$ cat config.mk
export PLATFORM = sky130hd
export DESIGN_NAME = vred_top
export DESIGN_NICKNAME = d
export VERILOG_FILES = /design/src/vred_pkg.sv /design/src/vred_lane_mask.sv /design/src/vred_pair_alu.sv /design/src/vred_tree.sv /design/src/vred_seed_combine.sv /design/src/vred_top.sv
export SDC_FILE = /design/constraint.sdc
export NUM_CORES = 2
export LEC_CHECK = 0
export ABC_CLOCK_PERIOD_IN_PS = 6700
export BUFFER_PORTS_ARGS = -buffer_cell sky130_fd_sc_hd__buf_2
export CAP_MARGIN = 40
export CORE_ASPECT_RATIO = 0.7
export CORE_MARGIN = 2
export CORE_UTILIZATION = 60
export DETAILED_ROUTE_END_ITERATION = 10
export PLACE_DENSITY = 0.78
export SYNTH_ARGS = -nofsm -noshare
export SYNTH_HDL_FRONTEND = slang
export SYNTH_SLANG_ARGS = --single-unit
$ cat constraint.sdc
create_clock -name CLK -period 6.7 [get_ports CLK]
set_input_delay 1.005 -clock CLK [delete_from_list [all_inputs] [get_ports CLK]]
set_output_delay 1.005 -clock CLK [all_outputs]
set_load 0.05 [all_outputs]
$ cat src/vred_pkg.sv
`default_nettype none

package vred_pkg;

    // Vector geometry
    localparam int lanes      = 16;
    localparam int tree_depth = $clog2(lanes);

    // Input register, one register per tree level, output register
    localparam int tree_latency = tree_depth + 2;

    typedef logic [15:0] elem_t;
    typedef logic [4:0]  vlen_t;

    typedef enum logic [1:0] {
        red_sum = 2'd0,
        red_max = 2'd1,
        red_min = 2'd2,
        red_and = 2'd3
    } red_op_t;

    // Value that leaves the other operand unchanged
    function automatic elem_t identity_of(red_op_t op);
        case (op)
            red_sum: return 16'h0000;
            red_max: return 16'h8000;
            red_min: return 16'h7fff;
            default: return 16'hffff;
        endcase
    endfunction

endpackage

`default_nettype wire

$ cat src/vred_lane_mask.sv
`default_nettype none

module vred_lane_mask (
    input  wire                    CLK,
    input  wire                    nRST,
    input  wire                    valid_in,
    input  wire vred_pkg::red_op_t op,
    input  wire vred_pkg::vlen_t   vl,
    input  wire vred_pkg::elem_t   seed,
    input  wire vred_pkg::elem_t   elems [vred_pkg::lanes],
    output logic                   m_valid,
    output vred_pkg::red_op_t      m_op,
    output vred_pkg::elem_t        m_seed,
    output vred_pkg::elem_t        m_elems [vred_pkg::lanes]
);

    vred_pkg::elem_t ident;

    assign ident = vred_pkg::identity_of(op);

    // ------------------------------------------------------------------
    // Request register
    // ------------------------------------------------------------------
    always_ff @(posedge CLK or negedge nRST) begin
        if (!nRST) begin
            m_valid <= 1'b0;
            m_op    <= vred_pkg::red_sum;
            m_seed  <= '0;
            for (int i = 0; i < vred_pkg::lanes; i++) begin
                m_elems[i] <= '0;
            end
        end else begin
            m_valid <= valid_in;
            if (valid_in) begin
                m_op   <= op;
                m_seed <= seed;
                // Lanes from vl upward take the identity
                for (int i = 0; i < vred_pkg::lanes; i++) begin
                    if (vred_pkg::vlen_t'(i) < vl) begin
                        m_elems[i] <= elems[i];
                    end else begin
                        m_elems[i] <= ident;
                    end
                end
            end
        end
    end

    // Active count must fit the vector
    a_vl_range: assert property (
        @(posedge CLK) disable iff (!nRST)
        valid_in |-> (vl <= vred_pkg::vlen_t'(vred_pkg::lanes))
    ) else $error("active count %0d exceeds lane count", vl);

endmodule

`default_nettype wire

$ cat src/vred_pair_alu.sv
`default_nettype none

module vred_pair_alu (
    input  wire vred_pkg::elem_t   a,
    input  wire vred_pkg::elem_t   b,
    input  wire vred_pkg::red_op_t op,
    output vred_pkg::elem_t        y
);

    logic signed [15:0] a_s;
    logic signed [15:0] b_s;
    logic               a_gt_b;

    assign a_s = a;
    assign b_s = b;

    // Signed compare shared by max and min
    assign a_gt_b = (a_s > b_s);

    always_comb begin
        case (op)
            vred_pkg::red_sum: begin
                // Wraps at 16 bits
                y = a + b;
            end
            vred_pkg::red_max: begin
                y = a_gt_b ? a : b;
            end
            vred_pkg::red_min: begin
                y = a_gt_b ? b : a;
            end
            default: begin
                // Bitwise AND
                y = a & b;
            end
        endcase
    end

endmodule

`default_nettype wire

$ cat src/vred_tree.sv
`default_nettype none

module vred_tree (
    input  wire                    CLK,
    input  wire                    nRST,
    input  wire                    valid_in,
    input  wire vred_pkg::red_op_t op,
    input  wire vred_pkg::elem_t   data [vred_pkg::lanes],
    output vred_pkg::elem_t        sum,
    output logic                   valid_out
);

    // All tree levels packed into one node array.
    // Level k starts at span - (span >> k), level 0 is the input register
    localparam int span  = 2 * vred_pkg::lanes;
    localparam int nodes = span - 1;

    vred_pkg::elem_t   node        [nodes];
    vred_pkg::elem_t   alu_y       [vred_pkg::lanes - 1];
    vred_pkg::red_op_t stage_op    [vred_pkg::tree_depth];
    logic              stage_valid [vred_pkg::tree_depth + 1];

    // ------------------------------------------------------------------
    // Input register and level registers
    // ------------------------------------------------------------------
    always_ff @(posedge CLK or negedge nRST) begin
        if (!nRST) begin
            for (int n = 0; n < nodes; n++) begin
                node[n] <= '0;
            end
            for (int l = 0; l < vred_pkg::tree_depth; l++) begin
                stage_op[l] <= vred_pkg::red_sum;
            end
            for (int l = 0; l <= vred_pkg::tree_depth; l++) begin
                stage_valid[l] <= 1'b0;
            end
        end else begin
            // Leaves hold their value between vectors
            if (valid_in) begin
                for (int i = 0; i < vred_pkg::lanes; i++) begin
                    node[i] <= data[i];
                end
                stage_op[0] <= op;
            end
            stage_valid[0] <= valid_in;

            // Pair results and control move one level every cycle
            for (int n = 0; n < vred_pkg::lanes - 1; n++) begin
                node[vred_pkg::lanes + n] <= alu_y[n];
            end
            for (int l = 1; l < vred_pkg::tree_depth; l++) begin
                stage_op[l] <= stage_op[l - 1];
            end
            for (int l = 1; l <= vred_pkg::tree_depth; l++) begin
                stage_valid[l] <= stage_valid[l - 1];
            end
        end
    end

    // ------------------------------------------------------------------
    // Pair ALUs, one row per level
    // ------------------------------------------------------------------
    for (genvar l = 0; l < vred_pkg::tree_depth; l++) begin : g_level
        localparam int in_off  = span - (span >> l);
        localparam int out_off = span - (span >> (l + 1)) - vred_pkg::lanes;

        for (genvar j = 0; j < (vred_pkg::lanes >> (l + 1)); j++) begin : g_pair
            vred_pair_alu u_alu (
                .a  (node[in_off + 2 * j]),
                .b  (node[in_off + 2 * j + 1]),
                .op (stage_op[l]),
                .y  (alu_y[out_off + j])
            );
        end

        // Op travelling with a live vector
        a_op_known: assert property (
            @(posedge CLK) disable iff (!nRST)
            stage_valid[l] |-> !$isunknown(stage_op[l])
        ) else $error("unknown op at tree level %0d", l);
    end

    // Root of the tree
    always_ff @(posedge CLK or negedge nRST) begin
        if (!nRST) begin
            sum       <= '0;
            valid_out <= 1'b0;
        end else begin
            sum       <= node[nodes - 1];
            valid_out <= stage_valid[vred_pkg::tree_depth];
        end
    end

endmodule

`default_nettype wire

$ cat src/vred_seed_combine.sv
`default_nettype none

module vred_seed_combine (
    input  wire                    CLK,
    input  wire                    nRST,
    input  wire                    valid_in,
    input  wire vred_pkg::red_op_t op,
    input  wire vred_pkg::elem_t   seed,
    input  wire vred_pkg::elem_t   tree_sum,
    input  wire                    tree_valid,
    output vred_pkg::elem_t        result,
    output logic                   result_valid
);

    localparam int last = vred_pkg::tree_latency - 1;

    vred_pkg::elem_t   d_seed  [vred_pkg::tree_latency];
    vred_pkg::red_op_t d_op    [vred_pkg::tree_latency];
    logic              d_valid [vred_pkg::tree_latency];
    vred_pkg::elem_t   comb_y;

    // Seed folded in as one more pair
    vred_pair_alu u_alu (
        .a  (d_seed[last]),
        .b  (tree_sum),
        .op (d_op[last]),
        .y  (comb_y)
    );

    always_ff @(posedge CLK or negedge nRST) begin
        if (!nRST) begin
            for (int i = 0; i < vred_pkg::tree_latency; i++) begin
                d_seed[i]  <= '0;
                d_op[i]    <= vred_pkg::red_sum;
                d_valid[i] <= 1'b0;
            end
            result       <= '0;
            result_valid <= 1'b0;
        end else begin
            d_seed[0]  <= seed;
            d_op[0]    <= op;
            d_valid[0] <= valid_in;
            for (int i = 1; i < vred_pkg::tree_latency; i++) begin
                d_seed[i]  <= d_seed[i - 1];
                d_op[i]    <= d_op[i - 1];
                d_valid[i] <= d_valid[i - 1];
            end
            result_valid <= tree_valid;
            if (tree_valid) begin
                result <= comb_y;
            end
        end
    end

    // Delay line and tree must stay in step
    a_path_align: assert property (
        @(posedge CLK) disable iff (!nRST)
        tree_valid == d_valid[last]
    ) else $error("tree result out of step with seed delay line");

endmodule

`default_nettype wire

$ cat src/vred_top.sv
`default_nettype none

module vred_top (
    input  wire                    CLK,
    input  wire                    nRST,
    input  wire                    valid_in,
    input  wire vred_pkg::red_op_t op,
    input  wire vred_pkg::vlen_t   vl,
    input  wire vred_pkg::elem_t   seed,
    input  wire vred_pkg::elem_t   elems [vred_pkg::lanes],
    output vred_pkg::elem_t        result,
    output logic                   result_valid
);

    // Masked request
    vred_pkg::elem_t   m_elems [vred_pkg::lanes];
    vred_pkg::red_op_t m_op;
    vred_pkg::elem_t   m_seed;
    logic              m_valid;

    // Tree output
    vred_pkg::elem_t   t_sum;
    logic              t_valid;

    vred_lane_mask u_lane_mask (
        .CLK      (CLK),
        .nRST     (nRST),
        .valid_in (valid_in),
        .op       (op),
        .vl       (vl),
        .seed     (seed),
        .elems    (elems),
        .m_valid  (m_valid),
        .m_op     (m_op),
        .m_seed   (m_seed),
        .m_elems  (m_elems)
    );

    vred_tree u_tree (
        .CLK       (CLK),
        .nRST      (nRST),
        .valid_in  (m_valid),
        .op        (m_op),
        .data      (m_elems),
        .sum       (t_sum),
        .valid_out (t_valid)
    );

    vred_seed_combine u_seed_combine (
        .CLK          (CLK),
        .nRST         (nRST),
        .valid_in     (m_valid),
        .op           (m_op),
        .seed         (m_seed),
        .tree_sum     (t_sum),
        .tree_valid   (t_valid),
        .result       (result),
        .result_valid (result_valid)
    );

endmodule

`default_nettype wire

==> flow_summary.yaml <==
drt:
  vias_per_cell: 6.34
  drc: 0
  wl_met2_um: 71300
  wl_met1_um: 78500
  wl_met3_um: 18600
  route.top_layer_used: "met4"
  vias: 50700
  dr.pass1.iters: 8
  ant_nets: 0
  drt_iter0_drc: 5720
  wl_per_cell_um: 21.4
  wl_um: 171000
worst_setup_path:
  crit_arrival_ns: 4.91
  critPathRequiredTime_ns: 7.28
  critPathKind: "reg -> reg"
  crit_path_end_kind: "flop"
  crit_fanout: 26
  cp-start-kind: "flop"
clocking:
  cts_hold_buf: 0
  htreeDepth: 3
  root_buffer: "clkbuf_16"
  clk_latency_ns: 0.73
  cts_tree: "yes"
  cts_inserted_buffers: 93
  postCtsSetupBuffers: 0
  clockBufferDepth: 3
  clk_pin_slew_ns: 0.06
  cts_sinks: 926
  cts_resized: 0
final_layout:
  layout_commonest_cell: "dfrtp_1"
  area_delta_synth_final_pct: 9.36
  final_cell_mix: "dfrtp_1, a21oi_1, nor2_1"
  final_core_util: 0.664
  final_cells: 8007
  nets: 7401
  final_layout_size_suffix_gt1_frac: 0.148
  fill_cells: 7900
grt:
  grt_remaining_overflow: 0
  grt_pass1_wl_um: 270000
  grt_usage: 0.326
  grt_max_degree: 212
  antenna_found_initial: 11
  grt_pass1_vias: 47700
synth:
  synth-edff-count: 0
  netlist_instances: 6498
  ys_types: 109
  synthArstFlopShare: 1.00
  syn_area_sq_mm: 0.0609
  synth_ff_type: "dfrtp_1"
  yosys_warnings: 0
  syn_nets: 7308
  synth.avg_cell_area_sq_um: 9.38
  synth_seq_area_share: 0.380
  synth-seq-cells: 926
floorplan:
  num_rows: 97
  die_width_um: 385
  core_region_area_sq_mm: 0.100
  dieArea_sq_mm: 0.104
  die_y_um: 271
  start_util: 0.607
  io-pin-count: 299
timing:
  fmax_mhz: 231
  setup_viol: 0
  worstMarginPinSlew_ns: 1.12
  tns_ns: 0
  maxSlewHeadroom: 0.252
  fin_crit_ns: 4.33
  period_share: 0.646
  finalHoldViolCount: 0
  rsz0062_at_grt: "false"
  slew_viol_final: 0
  fin_hold_ws_ns: 0.339
  skew_ns: 0.0620
job:
  maxCapViolations: 0
worst_hold_path:
  min_path_type: "in -> async"
place:
  gp_congestion: 0.955
  io_buffers: 298
  post-dp-hpwl_um: 123000
  dp.cells: 7830
outcome:
  status: "complete, no violations"
power_and_ir_drop:
  vdd_drop_max_mv: 0.259
  power.leakage_uw: 0.0298
  p_per_area_mw_per_mm2: 464
[critical path: stages (launching register included)]
cell      delay, ns
dfrtp_1        0.39
inv_1          0.09
ha_1           0.80
nand4_1        0.29
nor3_1         0.31
a221oi_1       0.20
a21oi_1        0.77
nor2_1         0.34
buf_4          0.28
mux2_2         0.27
mux4_2         0.45
[worst paths after layout]
path	slack, ns	startpoint	depth (start not counted)	end
setup / recovery	2.37	u_tree.node[383]	10	u_tree.node[178]
hold / removal	0.34	nRST	1	u_tree.node[325]
setup reg to reg	2.37	u_tree.node[383]	10	u_tree.node[178]
hold reg to reg	0.34	u_seed_combine.d_seed[81]	0	u_seed_combine.d_seed[65]
max in group asynchronous	4.73	nRST	2	u_tree.stage_op[7]
min in group CLK	0.34	u_seed_combine.d_seed[81]	0	u_seed_combine.d_seed[65]
[routing by layer]
| layer | vias up | GRT usage |
|---|---|---|
| met5 | - | 0 |
| met4 | 0 | 0.0662 |
| met3 | 220 | 0.0709 |
| met2 | 2276 | 0.457 |
| met1 | 24900 | 0.514 |
| li1 | 23400 | - |
[registers in the layout, summed over array words and instances (netlist names), 5 cells and up]
name,cells
u_lane_mask.m_seed,16
u_lane_mask.m_elems,256
u_tree.stage_op,8
u_seed_combine.d_seed,96
u_seed_combine.d_op,12
u_tree.stage_valid,5
u_tree.node,496
u_tree.sum,16
u_seed_combine.result,16
[stage by stage]
stage | power [uW] | cell area, sq um | setup slack [ns]
6_report | 30900 | 66600 | 2.37
5_1_grt | 32900 | 66600 | 1.97
4_1_cts | 30500 | 66600 | 2.49
3_5_place_dp | 25000 | 63400 | 2.49
3_3_place_gp | 24300 | 63200 | 2.40
2_1_floorplan | 20700 | 60900 | 3.57
[cells in the mapped netlist (all sizes together), types with 13 or more instances]
master     n  area (sq um)
a2111oi   18           164
a211o     21           184
a211oi    68           515
a21o      44           338
a21oi    754          3800
a221o     30           300
a221oi    35           313
a22oi     14           105
a2bb2oi   16           140
a31oi     33           206
buf       69           384
clkbuf   307          1150
dfrtp    926         23200
fa        16           320
ha       512          6410
inv      415          1560
mux2     278          3140
mux2i    139          1400
mux4     124          2790
nand2    496          1870
nand2b    83           519
nand3     89           455
nand4     51           325
nor2     620          2350
nor2b     77           482
nor3     104           526
nor3b     19           148
nor4      22           171
o211ai    36           270
o21a      21           158
o21ai    468          2350
o21bai    44           330
o221ai    15           131
o22ai     34           213
o31a      16           149
o31ai     28           210
o41ai     19           166
or3       37           241
or4       13           101
xnor2    131          1150
xor2      60           526
[area by class of cell]
class	instances	area [sq um]	share of cell area
Antenna cell	4	10.0	0.000150
Clock buffer	131	2680	0.0402
Clock inverter	40	502	0.00753
Inverter	417	1570	0.0236
Multi-Input combinational cell	4779	34700	0.521
Sequential cell	926	23200	0.348
Tap cell	1336	1670	0.0251
Timing Repair Buffer	374	2300	0.0345
[report_power, final]
part / internal [uW] / leakage, uW / switching, uW
Sequential: 6930 / 0.0108 / 1570
Clock: 3060 / 0.00154 / 2390
Combinational: 7290 / 0.0175 / 9660
Total: 17300 / 0.0298 / 13600
[kinds of logic (layout without fill, tap and decap cells)]
kind of cell,after synthesis,after routing,share of synthesized area
adder cells (fa/ha/maj),528,528,0.110
AND/OR/NAND/NOR,1667,1667,0.125
XOR/XNOR,191,191,0.0275
AO/OA/AOI/OAI,1852,1852,0.186
buffers and inverters,793,962,0.0509
other,0,4,0
flip-flops,926,926,0.380
multiplexers,541,541,0.120
Power figures use the tool's default switching activity.
